===== config.mk =====
export PLATFORM = sky130hd
export DESIGN_NAME = cart_read_mux_flat
export DESIGN_NICKNAME = d
export VERILOG_FILES = /design/src/rtc_pkg.sv /design/src/mbc_pkg.sv /design/src/cart_bus_if.sv /design/src/cart_read_mux.sv /design/src/flat_wrapper.sv
export SDC_FILE = /design/constraint.sdc
export NUM_CORES = 1
export LEC_CHECK = 0
export BUFFER_PORTS_ARGS = -buffer_cell sky130_fd_sc_hd__buf_2
export CAP_MARGIN = 10
export CELL_PAD_IN_SITES_DETAIL_PLACEMENT = 2
export CELL_PAD_IN_SITES_GLOBAL_PLACEMENT = 2
export CORE_UTILIZATION = 14
export DETAILED_ROUTE_END_ITERATION = 16
export PLACE_DENSITY = 0.95
export SKIP_LAST_GASP = 1
export SYNTH_ARGS = -nofsm -noshare
export SYNTH_HDL_FRONTEND = slang
export SYNTH_SLANG_ARGS = --single-unit

===== constraint.sdc =====
create_clock -name vclk -period 2.95
set_input_delay 0.295 -clock vclk [all_inputs]
set_output_delay 0.295 -clock vclk [all_outputs]
set_load 0.01 [all_outputs]

===== src/rtc_pkg.sv =====
package rtc_pkg;

   // ram bank codes that map an rtc register into a000-bfff
   localparam logic [3:0] RTC_SEL_SEC  = 4'd8;
   localparam logic [3:0] RTC_SEL_MIN  = 4'd9;
   localparam logic [3:0] RTC_SEL_HOUR = 4'd10;
   localparam logic [3:0] RTC_SEL_DL   = 4'd11;   // day low byte
   localparam logic [3:0] RTC_SEL_DH   = 4'd12;   // day high, halt, carry

   // day-high register layout
   localparam int DH_DAY8_BIT  = 0;
   localparam int DH_HALT_BIT  = 6;
   localparam int DH_CARRY_BIT = 7;

   // rollover points
   localparam logic [7:0] SEC_LAST  = 8'd59;
   localparam logic [7:0] MIN_LAST  = 8'd59;
   localparam logic [7:0] HOUR_LAST = 8'd23;
   localparam logic [8:0] DAY_LAST  = 9'd511;

   localparam int unsigned TICKS_PER_SEC_DEFAULT = 33_000_000;  // 33 MHz clock

   typedef struct packed {
      logic [7:0] sec;
      logic [7:0] min;
      logic [7:0] hour;
      logic [8:0] day;
      logic       halt;   // stops the prescaler
      logic       carry;  // day counter overflowed
   } rtc_time_t;

endpackage


===== src/mbc_pkg.sv =====
package mbc_pkg;

   // bus widths
   localparam int ADDR_W         = 16;
   localparam int DATA_W         = 8;

   // bank geometry
   localparam int ROM_BANK_W     = 7;   // up to 128 rom banks
   localparam int RAM_BANK_W     = 4;   // also reaches the rtc selects 8..12
   localparam int RAM_BANK_SEL_W = 2;   // four real ram banks
   localparam int ROM_OFFSET_W   = 14;  // 16 KiB per rom bank
   localparam int RAM_OFFSET_W   = 13;  // 8 KiB per ram bank
   localparam int FLASH_ADDR_W   = ROM_BANK_W + ROM_OFFSET_W;      // 21
   localparam int RAM_ADDR_W     = RAM_BANK_SEL_W + RAM_OFFSET_W;  // 15

   // cpu address map
   localparam logic [ADDR_W-1:0] ROM_FIXED_END = 16'h3FFF;  // bank 0 window
   localparam logic [ADDR_W-1:0] ROM_END       = 16'h7FFF;  // top of switchable window
   localparam logic [ADDR_W-1:0] RAM_BASE      = 16'hA000;
   localparam logic [ADDR_W-1:0] RAM_END       = 16'hBFFF;

   // control register values
   localparam logic [DATA_W-1:0] RAM_ENABLE_KEY  = 8'h0A;
   localparam logic [DATA_W-1:0] RAM_DISABLE_KEY = 8'h00;
   localparam logic [DATA_W-1:0] LATCH_ARM       = 8'h00;  // first write of latch seq
   localparam logic [DATA_W-1:0] LATCH_FIRE      = 8'h01;  // second write

   localparam logic [RAM_BANK_W-1:0] RAM_BANK_LAST  = 4'd3;
   localparam logic [ROM_BANK_W-1:0] ROM_BANK_RESET = 7'd1;  // bank 0 never in upper half

   // banking state shared by the whole controller
   typedef struct packed {
      logic                  ram_en;    // ram and timer access
      logic [ROM_BANK_W-1:0] rom_bank;  // bank seen at 4000-7fff
      logic [RAM_BANK_W-1:0] ram_bank;  // 0-3 ram, 8-12 rtc
   } mbc_state_t;

endpackage

===== src/cart_bus_if.sv =====
`timescale 1ns/10ps

interface cart_bus_if;

   logic [mbc_pkg::ADDR_W-1:0] addr;   // cpu address
   logic [mbc_pkg::DATA_W-1:0] wdata;  // cpu write byte
   logic                       we;     // one cycle per write strobe
   logic                       re;     // level, held for the whole read

   // top level drives everything from the pins
   modport master (
      output addr,
      output wdata,
      output we,
      output re
   );

   // register writers
   modport ctrl (
      input addr,
      input wdata,
      input we
   );

   // decode and read side
   modport rd (
      input addr,
      input we,
      input re
   );

endinterface


===== src/cart_read_mux.sv =====
`timescale 1ns/10ps

module cart_read_mux (
   cart_bus_if.rd                           bus,
   input  mbc_pkg::mbc_state_t              state,
   input  rtc_pkg::rtc_time_t               rtc,
   input  logic [mbc_pkg::DATA_W-1:0]       flash_data,
   input  logic [mbc_pkg::DATA_W-1:0]       ram_rdata,
   output logic [mbc_pkg::FLASH_ADDR_W-1:0] flash_addr,
   output logic                             ram_we,
   output logic [mbc_pkg::RAM_ADDR_W-1:0]   ram_addr,
   output logic [mbc_pkg::DATA_W-1:0]       rdata
);

   logic                       in_rom, in_fixed, in_ram;
   logic                       bank_is_ram;   // ram bank 0..3
   logic                       bank_is_rtc;   // rtc select 8..12
   logic [mbc_pkg::DATA_W-1:0] rtc_byte;

   assign in_rom   = bus.addr <= mbc_pkg::ROM_END;
   assign in_fixed = bus.addr <= mbc_pkg::ROM_FIXED_END;
   assign in_ram   = (bus.addr >= mbc_pkg::RAM_BASE) && (bus.addr <= mbc_pkg::RAM_END);

   assign bank_is_ram = state.ram_bank <= mbc_pkg::RAM_BANK_LAST;
   assign bank_is_rtc = (state.ram_bank >= rtc_pkg::RTC_SEL_SEC)
                     && (state.ram_bank <= rtc_pkg::RTC_SEL_DH);

   // banks stored back to back in flash, fixed window is always bank 0
   assign flash_addr = {in_fixed ? '0 : state.rom_bank, bus.addr[mbc_pkg::ROM_OFFSET_W-1:0]};

   // a000 is 8K aligned so the low bits are already the offset
   assign ram_addr = {state.ram_bank[mbc_pkg::RAM_BANK_SEL_W-1:0],
                      bus.addr[mbc_pkg::RAM_OFFSET_W-1:0]};
   assign ram_we   = bus.we && in_ram && state.ram_en && bank_is_ram;

   always_comb begin
      rtc_byte = '0;
      case (state.ram_bank)
         rtc_pkg::RTC_SEL_SEC:  rtc_byte = rtc.sec;
         rtc_pkg::RTC_SEL_MIN:  rtc_byte = rtc.min;
         rtc_pkg::RTC_SEL_HOUR: rtc_byte = rtc.hour;
         rtc_pkg::RTC_SEL_DL:   rtc_byte = rtc.day[7:0];
         rtc_pkg::RTC_SEL_DH: begin
            rtc_byte[rtc_pkg::DH_DAY8_BIT]  = rtc.day[8];
            rtc_byte[rtc_pkg::DH_HALT_BIT]  = rtc.halt;
            rtc_byte[rtc_pkg::DH_CARRY_BIT] = rtc.carry;
         end
         default: rtc_byte = '0;
      endcase
   end

   // 00 when idle, like a released bus
   always_comb begin
      rdata = '0;
      if (bus.re) begin
         if (in_rom) begin
            rdata = flash_data;
         end else if (in_ram && state.ram_en) begin
            if (bank_is_ram) begin
               rdata = ram_rdata;
            end else if (bank_is_rtc) begin
               rdata = rtc_byte;
            end  // banks 4-7 and 13-15 unmapped
         end
      end
   end

endmodule


===== src/flat_wrapper.sv =====
// flat-port wrapper written by rule: the top's interface ports become plain ports
module cart_read_mux_flat 
  (state, rtc, flash_data, ram_rdata, flash_addr, ram_we, ram_addr, rdata, bus_addr, bus_we, bus_re);
  cart_bus_if bus_i ();
  input  mbc_pkg::mbc_state_t state;
  input  rtc_pkg::rtc_time_t rtc;
  input  logic [mbc_pkg::DATA_W-1:0] flash_data;
  input  logic [mbc_pkg::DATA_W-1:0] ram_rdata;
  output logic [mbc_pkg::FLASH_ADDR_W-1:0] flash_addr;
  output logic ram_we;
  output logic [mbc_pkg::RAM_ADDR_W-1:0] ram_addr;
  output logic [mbc_pkg::DATA_W-1:0] rdata;
  input wire logic [$bits(bus_i.addr)-1:0] bus_addr;
  input wire logic [$bits(bus_i.we)-1:0] bus_we;
  input wire logic [$bits(bus_i.re)-1:0] bus_re;
  assign bus_i.addr = bus_addr;
  assign bus_i.we = bus_we;
  assign bus_i.re = bus_re;
  cart_read_mux u_core (.bus(bus_i), .state(state), .rtc(rtc), .flash_data(flash_data), .ram_rdata(ram_rdata), .flash_addr(flash_addr), .ram_we(ram_we), .ram_addr(ram_addr), .rdata(rdata));
endmodule

## After elaboration in Yosys (flattened, before gate mapping)

Index checks and enable logic that the tools add are counted.
W data, S select, Z words.

- Output and inout bits: 45
- Register bits after elaboration: 0
- Word-level logic and storage cells: 27

- Multiplexer cells: 9
- Eq/ne operators: 5
- Reductions and logical operators: 6
- $lt $le $gt $ge: 7

Operators with widths:

| kind | count |
|---|---|
| $mux W8 | 5 |
| $eq A4 B4 Y1 const B | 5 |
| $pmux W5 S4 | 1 |
| $ge A16 B16 Y1 const B | 1 |
| $le A16 B14 Y1 const B | 1 |
| $le A16 B15 Y1 const B | 1 |
| $le A16 B16 Y1 const B | 1 |
| $pmux W2 S5 | 1 |
| $mux W7 | 1 |
| $logic_and A1 B1 Y1 | 6 |
| $pmux W1 S5 | 1 |
| $ge A4 B4 Y1 const B | 1 |
| $le A4 B2 Y1 const B | 1 |
| $le A4 B4 Y1 const B | 1 |

## Longest topological paths before layout

- Depth after elaboration: 7
- Gate-level depth with buffers: 4
- Mapped depth without buffers: 3

## Worst setup path after synthesis

Ideal clock, no wire load.

- Path kind: input to output
- From: input port state[0] (netlist name)
- To: output port rdata[2] (netlist name)
- Arrival: 1.219 ns
- Stages on the path: 4
- Required time: 2.655 ns
- Setup slack: 1.436 ns
- Path through: buf_6 mux4_2 a221oi_2 nor3_1

- Word-level cells in the longest chain between the ends: 7

RTL lines:

| element | RTL line | text |
|---|---|---|
| start: declaration | flat_wrapper.sv:5 | `input mbc_pkg::mbc_state_t state;` |
| $ge A4 B4 Y1, or another cell as far along | cart_read_mux.sv:25 | `assign bank_is_rtc = (state.ram_bank >= rtc_pkg::RTC_SEL_SEC)` |
| $logic_and A1 B1 Y1 or $pmux W5 S4 (tied branches) | cart_read_mux.sv:26, cart_read_mux.sv:38 |  |
| $mux W8 | cart_read_mux.sv:61 | `end else if (bank_is_rtc) begin` |
| $mux W8 (*) | cart_read_mux.sv:59 | `if (bank_is_ram) begin` |
| $mux W8 (*) | cart_read_mux.sv:58 | `end else if (in_ram && state.ram_en) begin` |
| $mux W8 (*) | cart_read_mux.sv:56 | `if (in_rom) begin` |
| $mux W8 (*) | cart_read_mux.sv:55 | `if (bus.re) begin` |
| end: declaration | flat_wrapper.sv:12 | `output logic [mbc_pkg::DATA_W-1:0] rdata;` |

Every way passes the cells marked *; elsewhere a longest branch is shown, timed or not.

## Worst setup path after layout

Same ends and word-level chain as after synthesis.

==> out/metrics.cfg <==
[clock_tree]
postCtsSetupBuffers=0
holdBufCountCts=0
cts.repair.resized=0

[synthesis]
synth_cell_types=25
synth_area_leaders=buf_4, mux4_2, nor2b_1, a221oi_2, a22oi_1
synth_top_cell_area_share=0.263
syn_area_per_cell_um2=7.96
synth_nets=185
synth_most_common_cell=buf_4
yosysWarningCount=0
netlist_instances=104
seq_area_frac_synth=0
syn-cell-area_um2=828
synth_top_area_cell=buf_4
yosys-top-cells-count=buf_4, nor2b_1, a22oi_1

[sta]
hold_viol_final=0
timing.final.crit_share=0.637
fin_ws_ns=1.07
rsz0062_at_grt=false
setup-tns-final_ns=0
setup_violations=0
slew_viol_final=0
tightest_slew_ns=0.448
hold_ws_ns=0.590
max_slew_margin=0.700
clock.fmax_mhz=532
fin_crit_ns=1.88

[setup_path]
path_cells=buf_2 > mux4_2 > a221oi_2 > nor3_1 > buf_2
critPathKind=in -> out
cpMaxStageDelayCell=mux4_2
cp_max_fo=12
crit_buf_inv=2
required_ns=2.65
cp_top_family=multiplexers
critPathMaxStageDelay_ns=0.57
crit_top_cell=buf_2
endpoint_kind=primary output
arrival_ns=1.58
start_kind=input port

[placement]
numPlacedInstances=229
port_buffers=87
place_ws_ns=1.02
place_area_um2=1110
place_hpwl_um=3040
gp_congestion=0.662

[cells_and_area]
multi_input_area_um2=569
final_core_util=0.197
instances_no_fill=229
fillers=714
design.seq.count=0
drive_above_1_share=0.656
fin_area_um2=1110
antenna_cells=0
area_delta_synth_final_pct=33.5
fin_nets=240
nClkBuffers=0
final-seq-area_um2=0

[grt]
grt_pass1_wl_um=5530
grt_util_all_layers=0.111
antenna_found_initial=0
grt_pass1_vias=1117
grt_overflow=0
grt_max_degree=21

[drt]
route.detailed.wl_per_inst_um=15.6
ant_nets=0
drc_errors=0
vias=990
vias_per_cell=4.32
drtIter0Drc=10
firstDrtPassIters=3
wl_um=3570

[pwr]
switching_share=0.459
pwr_density_cell_nw_per_um2=125
power_uw=139
max-vdd-ir-drop_uv=18.9
leakage_nw=0.533
p_comb_frac=1.000
pwr-share-clk=0
p_int_uw=74.9
seqPwrFrac=0
switching_power_uw=63.6

[hold_path]
min_from=bus_addr[0]
min_to=flash_addr[0]
whs_path_depth=0
hp-class=in -> out

[floorplan]
placementRows=27
io_pins=126
die_x_um=78.9
die_h_um=78.9
core_um2=5610
start_util=0.148
die_area_um2=6230

[status]
outcome=finished, final reports clean

[flow_run]
cap_viol_max_count=0

power groups by stage:
stage | Sequential (mW) | Combinational (mW) | Clock [mW]
global route | 0 | 0.153 | 0
finish | 0 | 0.139 | 0
floorplan | 0 | 0.109 | 0
global placement | 0 | 0.136 | 0
CTS | 0 | 0.142 | 0
detailed placement | 0 | 0.142 | 0
metal layers:
metal | part of all wire | up-vias | routed length [µm] | track usage
met5 | 0 | - | 0 | 0
met4 | 0 | 0 | 0 | 0.00364
met3 | 0.054 | 0 | 194 | 0.0149
met2 | 0.57 | 38 | 2020 | 0.231
met1 | 0.38 | 488 | 1350 | 0.123
li1 | - | 464 | - | -
layout make-up:
type                       instances  share of cell area
inverter                           3              0.0102
multi-input combinational         67               0.515
tap                               72              0.0814
timing repair buffer              87               0.394
cells in the final DEF, fill, tap and decap left out, drive strengths merged:
cell	netlist	routed
and4b	5	5
a22oi	6	6
mux4	5	5
a41oi	2	2
nor2	1	1
nand2	4	4
mux2	3	3
nor3	5	5
a221oi	5	5
inv	2	2
and4bb	1	1
a21oi	3	3
clkinv	1	1
o21ai	6	6
a31oi	1	1
nor2b	18	18
buf	33	87
nor3b	1	1
nor4bb	1	1
kinds of logic (layout without fill, tap and decap cells):
| kind of cell | after synthesis | after routing | share of synthesized area |
|---|---|---|---|
| multiplexers | 8 | 8 | 0.177 |
| AND/OR/NAND/NOR | 36 | 36 | 0.290 |
| buffers and inverters | 37 | 90 | 0.313 |
| AO/OA/AOI/OAI | 23 | 23 | 0.221 |
how the worst max path moves through the flow:
stage	start	cells past startpoint	end	slack, ns
global placement	state[3]	5	rdata[0]	1.07
detailed placement	state[3]	5	rdata[0]	1.02
finish	state[0]	5	rdata[2]	1.07
global route	state[3]	5	rdata[0]	0.95
CTS	state[3]	5	rdata[0]	1.02
floorplan	state[0]	4	rdata[2]	1.44
No activity file was read; power rests on OpenSTA's default activity.
