## src/mbc_pkg.sv

```systemverilog
package mbc_pkg;

   // bus widths
   localparam int ADDR_W         = 16;
   localparam int DATA_W         = 8;

   // bank geometry
   localparam int ROM_BANK_W     = 7;   // up to 128 rom banks
   localparam int RAM_BANK_W     = 4;   // also reaches the rtc selects 8..12
   localparam int RAM_BANK_SEL_W = 2;   // four real ram banks
   localparam int ROM_OFFSET_W   = 14;  // 16 KiB per rom bank
   localparam int RAM_OFFSET_W   = 13;  // 8 KiB per ram bank
   localparam int FLASH_ADDR_W   = ROM_BANK_W + ROM_OFFSET_W;      // 21
   localparam int RAM_ADDR_W     = RAM_BANK_SEL_W + RAM_OFFSET_W;  // 15

   // cpu address map
   localparam logic [ADDR_W-1:0] ROM_FIXED_END = 16'h3FFF;  // bank 0 window
   localparam logic [ADDR_W-1:0] ROM_END       = 16'h7FFF;  // top of switchable window
   localparam logic [ADDR_W-1:0] RAM_BASE      = 16'hA000;
   localparam logic [ADDR_W-1:0] RAM_END       = 16'hBFFF;

   // control register values
   localparam logic [DATA_W-1:0] RAM_ENABLE_KEY  = 8'h0A;
   localparam logic [DATA_W-1:0] RAM_DISABLE_KEY = 8'h00;
   localparam logic [DATA_W-1:0] LATCH_ARM       = 8'h00;  // first write of latch seq
   localparam logic [DATA_W-1:0] LATCH_FIRE      = 8'h01;  // second write

   localparam logic [RAM_BANK_W-1:0] RAM_BANK_LAST  = 4'd3;
   localparam logic [ROM_BANK_W-1:0] ROM_BANK_RESET = 7'd1;  // bank 0 never in upper half

   // banking state shared by the whole controller
   typedef struct packed {
      logic                  ram_en;    // ram and timer access
      logic [ROM_BANK_W-1:0] rom_bank;  // bank seen at 4000-7fff
      logic [RAM_BANK_W-1:0] ram_bank;  // 0-3 ram, 8-12 rtc
   } mbc_state_t;

endpackage
```

## src/cart_bus_if.sv

```systemverilog
`timescale 1ns/10ps

interface cart_bus_if;

   logic [mbc_pkg::ADDR_W-1:0] addr;   // cpu address
   logic [mbc_pkg::DATA_W-1:0] wdata;  // cpu write byte
   logic                       we;     // one cycle per write strobe
   logic                       re;     // level, held for the whole read

   // top level drives everything from the pins
   modport master (
      output addr,
      output wdata,
      output we,
      output re
   );

   // register writers
   modport ctrl (
      input addr,
      input wdata,
      input we
   );

   // decode and read side
   modport rd (
      input addr,
      input we,
      input re
   );

endinterface

```

## src/mbc_bank_regs.sv

```systemverilog
`timescale 1ns/10ps

module mbc_bank_regs (
   input  logic                I_CLK,
   input  logic                I_RESET,
   cart_bus_if.ctrl            bus,
   output mbc_pkg::mbc_state_t state,
   output logic                latch
);

   logic                                ctrl_wr;    // write lands in a control reg
   logic                                zero_seen;  // latch seq armed
   logic [mbc_pkg::ROM_BANK_W-1:0]      bank_in;    // raw rom bank from data

   // any write into rom space is a register write, rom itself is read only
   assign ctrl_wr = bus.we && (bus.addr <= mbc_pkg::ROM_END);
   assign bank_in = bus.wdata[mbc_pkg::ROM_BANK_W-1:0];

   always_ff @(posedge I_CLK) begin
      if (I_RESET) begin
         state.ram_en   <= 1'b0;
         state.rom_bank <= mbc_pkg::ROM_BANK_RESET;
         state.ram_bank <= '0;
         zero_seen      <= 1'b0;
         latch          <= 1'b0;
      end else begin
         latch <= 1'b0;  // pulse only

         if (ctrl_wr) begin
            case (bus.addr[15:12])
               // 0000-1fff ram/timer enable
               4'h0, 4'h1: begin
                  if (bus.wdata == mbc_pkg::RAM_ENABLE_KEY) begin
                     state.ram_en <= 1'b1;
                  end else if (bus.wdata == mbc_pkg::RAM_DISABLE_KEY) begin
                     state.ram_en <= 1'b0;
                  end  // other values keep the old setting
               end

               // 2000-3fff rom bank
               4'h2, 4'h3: begin
                  // bank 0 already sits in the fixed half so 0 means 1
                  state.rom_bank <= (bank_in == '0) ? mbc_pkg::ROM_BANK_RESET : bank_in;
               end

               // 4000-5fff ram bank or rtc register select
               4'h4, 4'h5: begin
                  state.ram_bank <= bus.wdata[mbc_pkg::RAM_BANK_W-1:0];
               end

               // 6000-7fff clock latch, 00 then 01
               default: begin
                  if (bus.wdata == mbc_pkg::LATCH_ARM) begin
                     zero_seen <= 1'b1;
                  end else if (zero_seen && bus.wdata == mbc_pkg::LATCH_FIRE) begin
                     latch     <= 1'b1;
                     zero_seen <= 1'b0;
                  end else begin
                     zero_seen <= 1'b0;  // any other value breaks the seq
                  end
               end
            endcase
         end
      end
   end

endmodule

```

## src/flat_wrapper.sv

```systemverilog
// flat-port wrapper written by rule: the top's interface ports become plain ports
module mbc_bank_regs_flat 
  (I_CLK, I_RESET, state, latch, bus_addr, bus_wdata, bus_we);
  cart_bus_if bus_i ();
  input  logic I_CLK;
  input  logic I_RESET;
  output mbc_pkg::mbc_state_t state;
  output logic latch;
  input wire logic [$bits(bus_i.addr)-1:0] bus_addr;
  input wire logic [$bits(bus_i.wdata)-1:0] bus_wdata;
  input wire logic [$bits(bus_i.we)-1:0] bus_we;
  assign bus_i.addr = bus_addr;
  assign bus_i.wdata = bus_wdata;
  assign bus_i.we = bus_we;
  mbc_bank_regs u_core (.I_CLK(I_CLK), .I_RESET(I_RESET), .bus(bus_i), .state(state), .latch(latch));
endmodule
```

## config.mk

```make
export PLATFORM = sky130hd
export DESIGN_NAME = mbc_bank_regs_flat
export DESIGN_NICKNAME = d
export VERILOG_FILES = /design/src/mbc_pkg.sv /design/src/cart_bus_if.sv /design/src/mbc_bank_regs.sv /design/src/flat_wrapper.sv
export SDC_FILE = /design/constraint.sdc
export NUM_CORES = 1
export LEC_CHECK = 0
export BUFFER_PORTS_ARGS = -buffer_cell sky130_fd_sc_hd__buf_2
export CAP_MARGIN = 25
export CELL_PAD_IN_SITES_DETAIL_PLACEMENT = 0
export CELL_PAD_IN_SITES_GLOBAL_PLACEMENT = 2
export CORE_MARGIN = 2
export CORE_UTILIZATION = 19
export DETAILED_ROUTE_END_ITERATION = 8
export PLACE_DENSITY_LB_ADDON = 0.1
export SYNTH_ARGS = -nofsm -noshare
export SYNTH_HDL_FRONTEND = slang
export SYNTH_SLANG_ARGS = --single-unit
```

## constraint.sdc

```tcl
create_clock -name I_CLK -period 1.9 [get_ports I_CLK]
set_input_delay 0.475 -clock I_CLK [delete_from_list [all_inputs] [get_ports I_CLK]]
set_output_delay 0.475 -clock I_CLK [all_outputs]
set_load 0.005 [all_outputs]
```

# --- Yosys cells after proc, flatten, opt, wreduce, memory -nomap -nowiden ---
# Cells that the tools add are included.
totals:
  register_bits: 14
  out_inout_bits: 13
op_classes:
  magnitude_cmp: 1
  eq_ne: 7
  mux: 5
  bitwise_logic: 2
  reduce_logical: 15
op_table:
  columns: ["operator", "n"]
  rows:
  - ["$le A16 B15 Y1 const B", 1]
  - ["$reduce_or A9 Y1", 1]
  - ["$eq A4 B2 Y1 const B", 2]
  - ["$eq A4 B3 Y1 const B", 2]
  - ["$eq A8 B1 Y1 const B", 1]
  - ["$eq A8 B4 Y1 const B", 1]
  - ["$logic_not A8 Y1", 1]
  - ["$logic_not A7 Y1", 1]
  - ["$mux W7", 1]
  - ["$reduce_and A2 Y1", 3]
  - ["$reduce_or A2 Y1", 3]
  - ["$reduce_or A6 Y1", 1]
  - ["$eq A4 B1 Y1 const B", 1]
  - ["$logic_not A4 Y1", 1]
  - ["$mux W1", 4]
  - ["$reduce_and A3 Y1", 1]
  - ["$logic_and A1 B1 Y1", 2]
  - ["$not A1 Y1", 2]
  - ["$reduce_bool A2 Y1", 1]

# --- Logic depth before layout (Yosys ltp) ---
# Gate-level depths: netlist (run 1).
depth:
  depth_word: 4
  depth_mapped: 4

# --- Worst setup path before layout (run 1) ---
# Ideal clock, no wire load.
synth_path:
  kind: "input-to-reg"
  startpoint: "input bus_wdata[2]"
  endpoint: "register u_core.latch"
  setup_ns: 0.087
  arrival_ns: 1.707
  required_time_ns: 1.813
  path_slack_ns: 0.106
  stages: 3
  n_path_buf: 0
  path_cell_list: "or4_4 or4_4 nor4_4"
synth_between:
  elab_chain_cells: 3
  word_cells_on_any_way: 5
  classes_between: "1 x eq/ne; 1 x mux; 3 x reduce/logical"
synth_rtl:
  columns: ["item", "line_no", "rtl"]
  rows:
  - ["start: declaration", "flat_wrapper.sv:10", "input wire logic [$bits(bus_i.wdata)-1:0] bus_wdata;"]
  - ["$eq A8 B1 Y1", "mbc_bank_regs.sv:55", "end else if (zero_seen && bus.wdata == mbc_pkg::LATCH_FIRE) begin"]
  - ["$logic_and A1 B1 Y1", "mbc_bank_regs.sv:55", null]
  - ["$mux W1", "mbc_bank_regs.sv:55", null]
  - ["end signal: assignment", "mbc_bank_regs.sv:25", "latch <= 1'b0;"]
  - ["end signal: assignment", "mbc_bank_regs.sv:27", "latch <= 1'b0;"]
  - ["end signal: assignment", "mbc_bank_regs.sv:56", "latch <= 1'b1;"]
  - ["end: declaration", "mbc_bank_regs.sv:8", "output logic latch"]
# Parallel ways exist; a longest one is shown, timed or not.
# A chain may end at the register's enable or synchronous reset.

# --- Final worst setup path (run 1) ---
# Same ends and word-level chain as after synthesis.

==> impl_metrics.toml, run 1 <==
[power_and_ir_drop]
seqPwrFrac = 0.573
power.internal_mw = 0.399
power_density_nw_per_um2 = 639
switching_share = 0.239
clock_power_share = 0.316
switching_power_mw = 0.125
combPwrFrac = 0.111
ir_worst_vdd_mv = 0.280
power_leakage_nw = 0.336

[synthesis]
yosysWarnings = 0
postSynthCellCount = 56
yosys_register_bits = 14
synthTopCellsByArea = "dfxtp_1 (47%), mux2i_1 (17%), nor2_1 (6.9%)"
synth_cell_types = 19
synthesis.nets = 83
synth_area_sq_um = 596
ys_seq_area_frac = 0.471
yosysTopAreaCellShare = 0.471
synth_top_area_cell = "dfxtp_1"
syn_avg_cell_area_sq_um = 10.6

[clocking]
post_cts_buffers = 0
path_clk_slew_ps = 80
cts_tree = "done"
cts_hold_buf = 0
cts_resized = 0
cts.sinks = 14
clk_path_buf_depth = 2
clk_latency_ps = 270
clock-root-buffer = "clkbuf_4"
cts_made_buffers = 3
h-tree-depth = 1

[critical_path]
crit_required_ps = 2100
worstReg2RegStart = "u_core.state[4]"
r2r_cells = 1
critPathLaunchType = "input port"
worstPathArrival_ps = 1870
r2r-end = "u_core.state[4]"
reg2reg_slack_ps = 1200
endpoint_kind = "flop"
crit_type = "in2reg"
cp_max_fo = 4

[timing]
setup_viol = 0
fin_crit_sh = 0.884
finalClockSkew_ps = 0.0289
postLayoutSetupSlackWorst_ps = 221
setup_tns_ps = 0
hold_viol_final = 0
post-route-min-period_ps = 1680
tightest_slew_ps = 354
rsz0062_at_grt = "false"
finalMaxSlewViolations = 0
slew_headroom = 0.761
fmax_mhz = 595

[drt]
routed_via_density = 4.01
wirelength_microns = 1510
drt_iter0_markers = 15
remaining_drc_errors = 0
dr.pass1.iters = 3
ant_nets = 0
routed-via-count = 517
wl_per_cell_microns = 11.7

[finish]
layout_commonest_cell = "buf_2"
syn_to_final_growth_pct = 37.8
drive_gt1_frac = 0.447
antenna_cells = 0
final_nets = 114
nFillCells = 355
mostFrequentLayoutCells = "buf_2 (26), dfxtp_1 (14), nor2_1 (11)"

[grt]
grt_pass1_vias = 526
antenna_found_initial = 0
grt_overflow = 0
grt_max_degree = 17
grt_pass1_wl_microns = 2500
grt_usage = 0.0975

[die]
die_y_microns = 60.0
pin_count = 40
die_w_microns = 60.0
coreArea_sq_um = 3030
dieArea_sq_um = 3600
initial_core_util = 0.197
fp-row-count = 20

[placed_design]
hpwl_microns = 1110
dp_slack_ps = -68.8
port_buffers = 26
gp_congestion = 0.715

[worst_hold_path]
hold_start = "bus_wdata[7]"
hold_path_depth = 2
min_path_type = "in2reg"
hold_path_end = "u_core.latch"

[status]
run_status = "finished clean"

[run]
drv_cap = 0
[worst max path at each step]
stage                             from           end  slack [ps]  cells past startpoint
after floorplan           bus_wdata[2]  u_core.latch         110                      3
final                     bus_wdata[2]  u_core.latch         220                      4
after CTS                 bus_wdata[2]  u_core.latch         230                      4
after global routing      bus_wdata[2]  u_core.latch         200                      4
after detailed placement  bus_wdata[2]  u_core.latch         -70                      4
after global placement    bus_wdata[2]  u_core.latch         -70                      4
[Yosys cell counts (all sizes together)]
cell type  instances
or3b               1
nand2              2
o41ai              1
mux2i             10
o31ai              1
or3                1
or4                3
nor2              11
nor4               1
clkbuf             3
nand3b             1
dfxtp             14
o311ai             1
nand4b             1
a31oi              1
o21ai              1
o31a               1
nor4bb             2
[registers in the layout, indices dropped and copies added, names as in the netlist]
signal	count
u_core.state	12
u_core.zero_seen	1
u_core.latch	1
[kinds of logic (layout without fill, tap and decap cells)]
group	count (synthesis)	in the layout	share of synthesized area
multiplexers	10	10	0.168
AND/OR/NAND/NOR	23	23	0.254
buffers and inverters	3	32	0.0189
flip-flops	14	14	0.471
AO/OA/AOI/OAI	6	6	0.0883
[power groups by stage]
stage               combinational, mW  sequential, mW  clock (mW)
floorplan                      0.0205           0.308           0
global placement               0.0595           0.307           0
detailed placement             0.0597           0.307           0
CTS                            0.0599           0.301       0.182
global route                   0.0655           0.301       0.190
finish                         0.0582           0.300       0.165
[stage by stage]
step	area, sq um	total power, mW	hold WS (ps)	std cells	util
6_report	821	0.524	427	129	0.271
4_1_cts	821	0.542	415	129	0.271
5_1_grt	821	0.556	418	129	0.271
2_1_floorplan	596	0.328	463	56	-
3_5_place_dp	798	0.367	472	126	0.264
3_3_place_gp	798	0.367	465	126	0.264
[area by class of cell]
cell class,instances,area (sq um),area share
Tap cell,44,55.1,0.0671
Timing Repair Buffer,29,153,0.186
Multi-Input combinational cell,39,310,0.378
Clock buffer,3,22.5,0.0274
Sequential cell,14,280,0.341
[critical path: stages]
cell and delay [ps]:
buf_2 110, or4_4 550, or4_4 530, nor4_4 210
[routing by layer]
layer  vias to the layer above  GRT usage  wire length [microns]
met5                         -          0                      0
met4                         0     0.0381                     15
met3                         2     0.0390                     94
met2                        19      0.152                    675
met1                       230      0.119                    726
li1                        266          -                      -
(Power assumes the default switching activity.)
==> inputs of run 2 (changes only) <==
- GPL_TIMING_DRIVEN: default -> 0
==> impl_metrics.toml, run 2 (synthesized netlist as in run 1, its figures left out) <==
[die]
die_y_microns = 60.0
pin_count = 40
dieArea_sq_um = 3600
coreArea_sq_um = 3030
initial_core_util = 0.197
fp-row-count = 20
die_w_microns = 60.0

[timing]
whs_ps = 428
postLayoutSetupSlackWorst_ps = 212
fmax_mhz = 592
rsz0062_at_grt = "false"
setup_viol = 0
post-route-min-period_ps = 1690
finalClockSkew_ps = 0.00322
tightest_slew_ps = 519
slew_headroom = 0.654
finalMaxSlewViolations = 0
fin_crit_sh = 0.889
hold_viol_final = 0
setup_tns_ps = 0

[drt]
drt-met1-wl_microns = 706
topRoutingLayerUsed = "met4"
dr.pass1.iters = 4
drt_iter0_markers = 19
remaining_drc_errors = 0
ant_nets = 0
route.met3.wl_microns = 84
wl_per_cell_microns = 11.6
routed-wl-met2_microns = 680
routed_via_density = 4.02
routed-via-count = 518
wirelength_microns = 1490

[finish]
final_nets = 114
mostFrequentLayoutCells = "buf_2 (26), dfxtp_1 (14), nor2_1 (11)"
multi_input_area_sq_um = 304
drive_gt1_frac = 0.400
fin_area_sq_um = 803
nFillCells = 337
top_register = "u_core.state"
antenna_cells = 0
layout_commonest_cell = "buf_2"
seqCellArea_sq_um = 280
post-route-util = 0.265
syn_to_final_growth_pct = 34.9
largest_reg_flops = 12
reg.largest.list = "u_core.state (12), u_core.latch (1), u_core.zero_seen (1)"

[power_and_ir_drop]
power_density_nw_per_um2 = 644
ir_worst_vdd_mv = 0.179
power_leakage_nw = 0.324

[grt]
antenna_found_initial = 0
grt_pass1_wl_microns = 2380
grt_usage = 0.0930
grt_pass1_vias = 517
grt_max_degree = 11
grt_overflow = 0

[clocking]
clock-root-buffer = "clkbuf_4"
cts_resized = 0
cts_tree = "done"
path_clk_slew_ps = 80
cts_hold_buf = 0
post_cts_buffers = 0
cts.sinks = 14
cts_made_buffers = 3
clk_latency_ps = 270
clk_path_buf_depth = 2
h-tree-depth = 1

[placed_design]
port_buffers = 26
dp_slack_ps = -86.4
placed_area_sq_um = 781
gp_congestion = 0.709
hpwl_microns = 1170

[critical_path]
crit_type = "in2reg"
reg2reg_slack_ps = 1210
worstReg2RegStart = "u_core.state[4]"
critPathLaunchType = "input port"
endpoint_kind = "flop"
worstPathArrival_ps = 1870
r2r-end = "u_core.state[4]"
r2r_cells = 1
crit_end = "u_core.zero_seen"
startpoint = "bus_wdata[2]"
crit_required_ps = 2080
cp_max_fo = 4

[worst_hold_path]
min_path_type = "in2reg"

[status]
run_status = "finished clean"

[run]
drv_cap = 0
run 2: changes by cell type in the layout (fill, tap and decap cells not counted):
cell and change:
buf_4 -3, clkbuf_1 +3, nor4bb_1 +1, nor4bb_2 -1
run 2: report_power, final:
part	leakage, nW	internal, mW	switching [mW]
registers	0.113	0.298	0.00217
logic	0.197	0.0249	0.0305
clock network	0.0138	0.0733	0.0881
run 2: per-layer routing:
| metal | track usage | vias up |
|---|---|---|
| met1 | 0.113 | 236 |
| li1 | - | 263 |
| met5 | 0 | - |
| met4 | 0.0571 | 0 |
| met3 | 0.0195 | 2 |
| met2 | 0.149 | 17 |
run 2: worst min path at each step:
| stage | start | to | slack (ps) | depth (start not counted) |
|---|---|---|---|---|
| floorplan | u_core.zero_seen | u_core.latch | 460 | 2 |
| global placement | u_core.state[0] | u_core.state[0] | 470 | 2 |
| detailed placement | u_core.state[4] | u_core.state[4] | 480 | 1 |
| CTS | bus_wdata[7] | u_core.latch | 410 | 2 |
| global route | bus_wdata[7] | u_core.latch | 420 | 2 |
| finish | bus_wdata[7] | u_core.latch | 430 | 2 |
run 2: final cells by class:
cell class,count,area share
clock buffer,3,0.0280
tap,44,0.0685
timing repair buffer,26,0.162
sequential,14,0.349
buffer,3,0.0140
multi-input combinational,39,0.379
run 2: worst max-delay path, stage by stage:
cell and delay [ps]:
buf_2 120, or4_4 560, or4_4 530, o41ai_2 200
run 2: metrics by stage:
| stage | std cells | power [mW] |
|---|---|---|
| after CTS | 129 | 0.538 |
| after detailed placement | 126 | 0.364 |
| after floorplan | 56 | 0.328 |
| after global routing | 129 | 0.549 |
| after global placement | 126 | 0.364 |
| final | 129 | 0.517 |
