===== src/rtc_pkg.sv =====
package rtc_pkg;

   // ram bank codes that map an rtc register into a000-bfff
   localparam logic [3:0] RTC_SEL_SEC  = 4'd8;
   localparam logic [3:0] RTC_SEL_MIN  = 4'd9;
   localparam logic [3:0] RTC_SEL_HOUR = 4'd10;
   localparam logic [3:0] RTC_SEL_DL   = 4'd11;   // day low byte
   localparam logic [3:0] RTC_SEL_DH   = 4'd12;   // day high, halt, carry

   // day-high register layout
   localparam int DH_DAY8_BIT  = 0;
   localparam int DH_HALT_BIT  = 6;
   localparam int DH_CARRY_BIT = 7;

   // rollover points
   localparam logic [7:0] SEC_LAST  = 8'd59;
   localparam logic [7:0] MIN_LAST  = 8'd59;
   localparam logic [7:0] HOUR_LAST = 8'd23;
   localparam logic [8:0] DAY_LAST  = 9'd511;

   localparam int unsigned TICKS_PER_SEC_DEFAULT = 33_000_000;  // 33 MHz clock

   typedef struct packed {
      logic [7:0] sec;
      logic [7:0] min;
      logic [7:0] hour;
      logic [8:0] day;
      logic       halt;   // stops the prescaler
      logic       carry;  // day counter overflowed
   } rtc_time_t;

endpackage


===== src/mbc_pkg.sv =====
package mbc_pkg;

   // bus widths
   localparam int ADDR_W         = 16;
   localparam int DATA_W         = 8;

   // bank geometry
   localparam int ROM_BANK_W     = 7;   // up to 128 rom banks
   localparam int RAM_BANK_W     = 4;   // also reaches the rtc selects 8..12
   localparam int RAM_BANK_SEL_W = 2;   // four real ram banks
   localparam int ROM_OFFSET_W   = 14;  // 16 KiB per rom bank
   localparam int RAM_OFFSET_W   = 13;  // 8 KiB per ram bank
   localparam int FLASH_ADDR_W   = ROM_BANK_W + ROM_OFFSET_W;      // 21
   localparam int RAM_ADDR_W     = RAM_BANK_SEL_W + RAM_OFFSET_W;  // 15

   // cpu address map
   localparam logic [ADDR_W-1:0] ROM_FIXED_END = 16'h3FFF;  // bank 0 window
   localparam logic [ADDR_W-1:0] ROM_END       = 16'h7FFF;  // top of switchable window
   localparam logic [ADDR_W-1:0] RAM_BASE      = 16'hA000;
   localparam logic [ADDR_W-1:0] RAM_END       = 16'hBFFF;

   // control register values
   localparam logic [DATA_W-1:0] RAM_ENABLE_KEY  = 8'h0A;
   localparam logic [DATA_W-1:0] RAM_DISABLE_KEY = 8'h00;
   localparam logic [DATA_W-1:0] LATCH_ARM       = 8'h00;  // first write of latch seq
   localparam logic [DATA_W-1:0] LATCH_FIRE      = 8'h01;  // second write

   localparam logic [RAM_BANK_W-1:0] RAM_BANK_LAST  = 4'd3;
   localparam logic [ROM_BANK_W-1:0] ROM_BANK_RESET = 7'd1;  // bank 0 never in upper half

   // banking state shared by the whole controller
   typedef struct packed {
      logic                  ram_en;    // ram and timer access
      logic [ROM_BANK_W-1:0] rom_bank;  // bank seen at 4000-7fff
      logic [RAM_BANK_W-1:0] ram_bank;  // 0-3 ram, 8-12 rtc
   } mbc_state_t;

endpackage

===== src/cart_bus_if.sv =====
`timescale 1ns/10ps

interface cart_bus_if;

   logic [mbc_pkg::ADDR_W-1:0] addr;   // cpu address
   logic [mbc_pkg::DATA_W-1:0] wdata;  // cpu write byte
   logic                       we;     // one cycle per write strobe
   logic                       re;     // level, held for the whole read

   // top level drives everything from the pins
   modport master (
      output addr,
      output wdata,
      output we,
      output re
   );

   // register writers
   modport ctrl (
      input addr,
      input wdata,
      input we
   );

   // decode and read side
   modport rd (
      input addr,
      input we,
      input re
   );

endinterface


===== src/rtc_counter.sv =====
`timescale 1ns/10ps

module rtc_counter #(
   parameter int unsigned P_TICKS_PER_SEC = rtc_pkg::TICKS_PER_SEC_DEFAULT
) (
   input  logic                I_CLK,
   input  logic                I_RESET,
   cart_bus_if.ctrl            bus,
   input  mbc_pkg::mbc_state_t state,
   input  logic                latch,
   output rtc_pkg::rtc_time_t  rtc
);

   logic [31:0]        presc;    // cycles into the current second
   logic               tick;     // one second elapsed
   logic               rtc_wr;   // cpu write to an rtc register
   rtc_pkg::rtc_time_t live;     // running clock
   rtc_pkg::rtc_time_t latched;  // snapshot the cpu reads

   assign tick = !live.halt && (presc == 32'(P_TICKS_PER_SEC - 1));

   // rtc regs live in the ram window when bank is 8..12
   assign rtc_wr = bus.we && state.ram_en
                && (bus.addr >= mbc_pkg::RAM_BASE) && (bus.addr <= mbc_pkg::RAM_END)
                && (state.ram_bank >= rtc_pkg::RTC_SEL_SEC)
                && (state.ram_bank <= rtc_pkg::RTC_SEL_DH);

   always_ff @(posedge I_CLK) begin
      if (I_RESET) begin
         presc   <= '0;
         live    <= '0;
         latched <= '0;
      end else begin
         if (!live.halt) begin
            presc <= tick ? '0 : presc + 32'd1;  // frozen while halted
         end

         // seconds -> minutes -> hours -> days ripple
         if (tick) begin
            if (live.sec == rtc_pkg::SEC_LAST) begin
               live.sec <= '0;
               if (live.min == rtc_pkg::MIN_LAST) begin
                  live.min <= '0;
                  if (live.hour == rtc_pkg::HOUR_LAST) begin
                     live.hour <= '0;
                     if (live.day == rtc_pkg::DAY_LAST) begin
                        live.day   <= '0;
                        live.carry <= 1'b1;  // sticky, only cpu clears it
                     end else begin
                        live.day <= live.day + 9'd1;
                     end
                  end else begin
                     live.hour <= live.hour + 8'd1;
                  end
               end else begin
                  live.min <= live.min + 8'd1;
               end
            end else begin
               live.sec <= live.sec + 8'd1;
            end
         end

         if (latch) begin
            latched <= live;  // snapshot on 00/01 sequence
         end

         // cpu writes go to both copies, and win over the tick
         if (rtc_wr) begin
            case (state.ram_bank)
               rtc_pkg::RTC_SEL_SEC: begin
                  live.sec    <= bus.wdata;
                  latched.sec <= bus.wdata;
                  presc       <= '0;  // restart the second
               end
               rtc_pkg::RTC_SEL_MIN: begin
                  live.min    <= bus.wdata;
                  latched.min <= bus.wdata;
               end
               rtc_pkg::RTC_SEL_HOUR: begin
                  live.hour    <= bus.wdata;
                  latched.hour <= bus.wdata;
               end
               rtc_pkg::RTC_SEL_DL: begin
                  live.day[7:0]    <= bus.wdata;
                  latched.day[7:0] <= bus.wdata;
               end
               default: begin  // day high
                  live.day[8]    <= bus.wdata[rtc_pkg::DH_DAY8_BIT];
                  live.halt      <= bus.wdata[rtc_pkg::DH_HALT_BIT];
                  live.carry     <= bus.wdata[rtc_pkg::DH_CARRY_BIT];
                  latched.day[8] <= bus.wdata[rtc_pkg::DH_DAY8_BIT];
                  latched.halt   <= bus.wdata[rtc_pkg::DH_HALT_BIT];
                  latched.carry  <= bus.wdata[rtc_pkg::DH_CARRY_BIT];
               end
            endcase
         end
      end
   end

   assign rtc = latched;

endmodule


===== src/flat_wrapper.sv =====
// flat-port wrapper written by rule: the top's interface ports become plain ports
module rtc_counter_flat 
#(
   parameter int unsigned P_TICKS_PER_SEC = rtc_pkg::TICKS_PER_SEC_DEFAULT
)
  (I_CLK, I_RESET, state, latch, rtc, bus_addr, bus_wdata, bus_we);
  cart_bus_if bus_i ();
  input  logic I_CLK;
  input  logic I_RESET;
  input  mbc_pkg::mbc_state_t state;
  input  logic latch;
  output rtc_pkg::rtc_time_t rtc;
  input wire logic [$bits(bus_i.addr)-1:0] bus_addr;
  input wire logic [$bits(bus_i.wdata)-1:0] bus_wdata;
  input wire logic [$bits(bus_i.we)-1:0] bus_we;
  assign bus_i.addr = bus_addr;
  assign bus_i.wdata = bus_wdata;
  assign bus_i.we = bus_we;
  rtc_counter #(.P_TICKS_PER_SEC(P_TICKS_PER_SEC)) u_core (.I_CLK(I_CLK), .I_RESET(I_RESET), .bus(bus_i), .state(state), .latch(latch), .rtc(rtc));
endmodule

===== config.mk =====
export PLATFORM = sky130hd
export DESIGN_NAME = rtc_counter_flat
export DESIGN_NICKNAME = d
export VERILOG_FILES = /design/src/rtc_pkg.sv /design/src/mbc_pkg.sv /design/src/cart_bus_if.sv /design/src/rtc_counter.sv /design/src/flat_wrapper.sv
export SDC_FILE = /design/constraint.sdc
export NUM_CORES = 1
export LEC_CHECK = 0
export BUFFER_PORTS_ARGS = -buffer_cell sky130_fd_sc_hd__buf_2
export CAP_MARGIN = 0
export CORE_MARGIN = 5
export CORE_UTILIZATION = 50
export DETAILED_ROUTE_END_ITERATION = 10
export GPL_TIMING_DRIVEN = 0
export PLACE_DENSITY_LB_ADDON = 0.12
export SLEW_MARGIN = 25
export SYNTH_ARGS = -nofsm -noshare
export SYNTH_HDL_FRONTEND = slang
export SYNTH_SLANG_ARGS = --single-unit

===== constraint.sdc =====
create_clock -name I_CLK -period 2.5 [get_ports I_CLK]
set_input_delay 0.375 -clock I_CLK [delete_from_list [all_inputs] [get_ports I_CLK]]
set_output_delay 0.375 -clock I_CLK [all_outputs]
set_load 0.02 [all_outputs]

### Yosys cells after proc, flatten, opt, wreduce, memory -nomap -nowiden

Cells that the tools add are included.
Widths: inputs -> output; s select.

* register bits after elaboration: 102

* add/sub/neg operators: 5
* magnitude comparators: 4
* equal/unequal tests: 9
* mux-type cells: 32
* bitwise logic cells: 1
* reductions and logical operators: 9

Operator list (number)
* $mux 32: 4
* $mux 35: 3
* $mux 8: 11
* $mux 33: 1
* $add 32x1->32 const B: 1
* $eq 32x25->1 const B: 1
* $mux 25: 1
* $add 8x1->8 const B: 3
* $mux 9: 2
* $mux 17: 1
* $eq 4x4->1 const B: 4
* $eq 8x6->1 const B: 2
* $ge 16x16->1 const B: 1
* $le 16x16->1 const B: 1
* $add 9x1->9 const B: 1
* $eq 9x9->1 const B: 1
* $eq 8x5->1 const B: 1
* $mux 1: 7
* $logic_and 1x1->1: 6
* $ge 4x4->1 const B: 1
* $le 4x4->1 const B: 1
* $mux 2: 2
* $reduce_or 4->1: 1
* $reduce_and 2->1: 1
* 2 further kinds: 2

### Logic depth before layout (Yosys ltp)

* word-level depth: 8
* depth in mapped cells: 9
* depth with buffers taken out: 8

### Worst setup path after synthesis

Ideal clock, no wire load.

* path kind: reg2reg
* start point: reg u_core.presc[10]
* end point: reg u_core.live[4] (netlist name)
* arrival time: 2.105 ns
* data required time: 2.409 ns
* slack: 0.304 ns
* cell stages (with the launch flop): 7
* period minus slack after synthesis: 2.196 ns
* cells stage by stage: dfxtp_1 > nor4b_2 > nand3_2 > nor4_4 > nand3_2 > or4b_1 > a311oi_1

* longest elaborated chain between the ends: 5

Ends and longest elaborated chain
* start, declared: line rtc_counter.sv:14 `logic [31:0] presc;`
* start signal, assigned: line rtc_counter.sv:35 `presc <= tick ? '0 : presc + 32'd1;`
* $eq 32x25->1 *: line rtc_counter.sv:20 `assign tick = !live.halt && (presc == 32'(P_TICKS_PER_SEC - 1));`
* $logic_and 1x1->1 *: line rtc_counter.sv:20
* $mux 33 *: line rtc_counter.sv:39 `if (tick) begin`
* $mux 8: line rtc_counter.sv:69 `case (state.ram_bank)`
* $mux 35 *: line rtc_counter.sv:68 `if (rtc_wr) begin`
* end, declared: line rtc_counter.sv:17 `rtc_pkg::rtc_time_t live;`

Mark *: on every way between the ends. The rest lies on a longest branch, timed or not.
A chain may end at the register's enable or synchronous reset.

### Worst setup path after layout

* start point: reg u_core.presc[10]
* end point: reg u_core.live[14] (netlist name)

Same word-level chain as after synthesis.

==> results.py <==
metrics = {
    "global_route": {
        "grt_overflow": 0,
        "grt_pass1_wl_um": 20600,
        "antenna_found_initial": 0,
        "gr-usage-all-layers": 0.221,
        "grt-busiest-layer": "met2",
        "grt_use_met2": 0.385,
        "grtUsageMet1": 0.279,
        "grt_pass1_vias": 4210,
        "grt_max_degree": 17,
        "grt.met3_usage": 0.0409,
    },
    "sta": {
        "fin_setup_tns_ps": 0,
        "slew_headroom": 0.401,
        "fin_crit_sh": 0.963,
        "finalClockSkew_ps": 13.0,
        "min_period_ps": 2410,
        "report.final.setup_viol": 0,
        "slew_viol_final": 0,
        "worst_slack_ps": 93.1,
        "worstMarginPinSlew_ps": 898,
        "finalHoldViolations": 0,
        "fmax_mhz": 415,
        "whs_ps": 300,
    },
    "job": {
        "cap_viol_max_count": 0,
    },
    "route": {
        "detail-route-antenna-nets": 0,
        "wire_per_inst_um": 16.6,
        "vias": 4327,
        "drcViolationCount": 0,
        "drtIter0Drc": 235,
        "first_pass_iters": 4,
        "vias_per_cell": 5.69,
        "wirelength_um": 12600,
    },
    "critical_path": {
        "crit_family": "simple AND/OR/NAND/NOR gates",
        "cpMaxStageDelayCell": "or4_1",
        "path_max_fanout": 8,
        "endpoint_kind": "register",
        "cp-start-kind": "register",
        "cpPeakStageDelay_ps": 500,
        "cp.required_ps": 2800,
        "r2r_start": "u_core.presc[10]$_SDFF_PP0_",
        "critPathBufInv": 1,
        "ff2ff_setup_slack_ps": 90,
        "worstPathCellList": "nor4b_2, nand3_2, nor4_4, buf_4, nand2_1, or4_1, a31oi_1",
        "crit_type": "register to register",
        "r2r_cells": 7,
        "crit_arrival_ps": 2710,
        "worst_r2r_endpoint": "u_core.live[14]$_SDFF_PP0_",
    },
    "worst_hold_path": {
        "hold_depth": 3,
        "hp-start": "state[2]",
        "whs_endpoint": "u_core.live[10]$_SDFF_PP0_",
        "min_path_type": "primary input to register",
    },
    "final_layout": {
        "num-nets-final": 669,
        "fin_area_mm2": 0.00564,
        "seq_area_mm2": 0.00205,
        "areaGrowthSynthToFinish_pct": 15.9,
        "multiInputGateArea_mm2": 0.00276,
        "nFillCells": 904,
        "n_antenna_cell": 0,
        "drive_above_1_share": 0.155,
    },
    "clocking": {
        "clockRootBuffer": "clkbuf_8",
        "cts_made_buffers": 9,
        "cts_tree": "done",
        "postCtsHoldBufs": 0,
        "cts.sinks": 102,
        "cts.reportedPaths.clkPinSlew_ps": 100,
        "clk-insertion-delay-late_ps": 370,
        "cts.htree.levels": 3,
        "clock_path_buffers": 2,
    },
    "place": {
        "gp_congestion": 0.865,
        "place_area_mm2": 0.00530,
        "place_ws_ps": -194,
        "io_buffers": 52,
        "hpwlAfterDp_um": 8960,
    },
    "synth": {
        "netlist_instances": 550,
        "synth_seq_cells": 102,
        "synth_area_mm2": 0.00486,
        "synth.distinct_cells": 39,
        "yosysTopAreaCell": "dfxtp_1",
        "synth.area.top_cells": "dfxtp_1 42%, mux2i_1 8.0%, xor2_1 5.9%, nor2_1 5.1%, nand2_1 3.3%",
        "synth_top_area_share": 0.420,
        "yosysSeqAreaShare": 0.420,
        "synthArstFlopShare": 0,
        "synthFlopType": "dfxtp_1",
        "synth_enable_flop_cells": 0,
        "synth_warnings": 0,
        "syn_area_per_cell_um2": 8.84,
        "synth_fp_nets": 597,
    },
    "die": {
        "die_h_um": 109,
        "io_pins": 75,
        "coreArea_mm2": 0.00964,
        "die_x_um": 109,
        "std_cell_rows": 36,
        "initial_core_util": 0.505,
        "die_area_mm2": 0.0118,
    },
    "pwr": {
        "leakagePower_nw": 2.22,
        "ir_worst_vdd_v": 0.000302,
        "powerDensity_mw_per_mm2": 525,
    },
    "outcome": {
        "status": "complete, no violations",
    },
}
## state kept, by name (all words and copies together), names as in the netlist
signal        flops
u_core.rtc       35
u_core.live      35
u_core.presc     32
## synth_stat cells, drive strengths merged, types with 5 or more instances
cell type,instances
or3,6
clkbuf,20
xnor2,11
nor4,7
ha,7
o21ai,20
o21bai,19
nor3,9
nand3b,5
mux2i,39
a211oi,17
nand2,43
nand3,20
or4b,5
nor2,66
and3,24
xor2,33
a21oi,31
nand4,21
a31oi,13
dfxtp,102
## placed cells by master (no fill, tap or decap), types with 6 or more instances in the layout
| cell | Yosys | routed |
|---|---|---|
| a31oi_1 | 13 | 13 |
| nand2_1 | 43 | 43 |
| nor2_1 | 66 | 66 |
| xor2_1 | 33 | 33 |
| or3_1 | 6 | 6 |
| nor3_1 | 8 | 7 |
| dfxtp_2 | 0 | 6 |
| a21oi_1 | 31 | 31 |
| o21ai_0 | 20 | 20 |
| clkbuf_1 | 20 | 18 |
| a211oi_1 | 17 | 17 |
| buf_2 | 0 | 52 |
| o21bai_1 | 19 | 19 |
| mux2i_1 | 39 | 39 |
| xnor2_1 | 11 | 11 |
| nand4_1 | 21 | 21 |
| and3_1 | 24 | 24 |
| clkbuf_8 | 0 | 11 |
| ha_1 | 7 | 7 |
| buf_4 | 0 | 9 |
| dfxtp_1 | 102 | 96 |
| nand3_1 | 18 | 18 |
## area by class of cell
cell class / instances / share of cell area
timing repair buffer: 61 / 0.0581
clock inverter: 5 / 0.0144
clock buffer: 11 / 0.0268
inverter: 3 / 0.00200
buffer: 23 / 0.0158
tap: 133 / 0.0295
multi-input combinational: 422 / 0.490
sequential: 102 / 0.363
## power by group
group	switching (mW)	leakage, nW	internal, mW
clock network	0.567	0.116	0.619
logic	0.0898	1.28	0.0471
registers	0.00711	0.825	1.63
total	0.664	2.22	2.30
## worst min-delay path: stages
cell	delay, ps
buf_2	130
nand3_1	70
a21oi_1	50
## metrics by stage
step / total power [mW] / utilization / std cells
floorplan: 1.75 / - / 550
finish: 2.96 / 0.585 / 760
CTS: 2.99 / 0.577 / 753
detailed placement: 1.81 / 0.549 / 735
global placement: 1.81 / 0.549 / 735
global route: 3.06 / 0.585 / 760
## kinds of logic (layout without fill, tap and decap cells)
group                      Yosys count  in the layout  share of synthesized area
adders and majority gates            7              7                     0.0180
and+or+nand+nor                    227            227                      0.249
AOI/OAI and AO/OA                  105            105                      0.134
DFF                                102            102                      0.420
xor gates and xnor gates            44             44                     0.0792
muxes                               39             39                     0.0802
buffers and inverters               26            103                     0.0201
## worst max path at each step
stage | startpoint | end | cells past startpoint
2_1_floorplan | u_core.presc[10]$_SDFF_PP0_ | u_core.live[4]$_SDFF_PP0_ | 6
3_3_place_gp | u_core.live[19]$_SDFF_PP0_ | u_core.live[4]$_SDFF_PP0_ | 6
3_5_place_dp | u_core.live[19]$_SDFF_PP0_ | u_core.live[2]$_SDFF_PP0_ | 7
4_1_cts | u_core.presc[16]$_SDFF_PP0_ | u_core.live[19]$_SDFF_PP0_ | 6
5_1_grt | u_core.live[27]$_SDFF_PP0_ | u_core.live[14]$_SDFF_PP0_ | 8
6_report | u_core.presc[10]$_SDFF_PP0_ | u_core.live[14]$_SDFF_PP0_ | 7
## layer usage
metal	up-vias	wire [µm]
li1	2138	-
met1	2054	5480
met2	114	6290
met3	21	636
met4	0	219
met5	-	0
## what timing repair did
item / CTS / global route
gates cloned: 0 / 0
pin swaps: 2 / 5
buffers inserted: 2 / 7
endpoints found under the setup margin: 17 / 20
resized for setup: 2 / 14
Power figures use the tool's default switching activity.
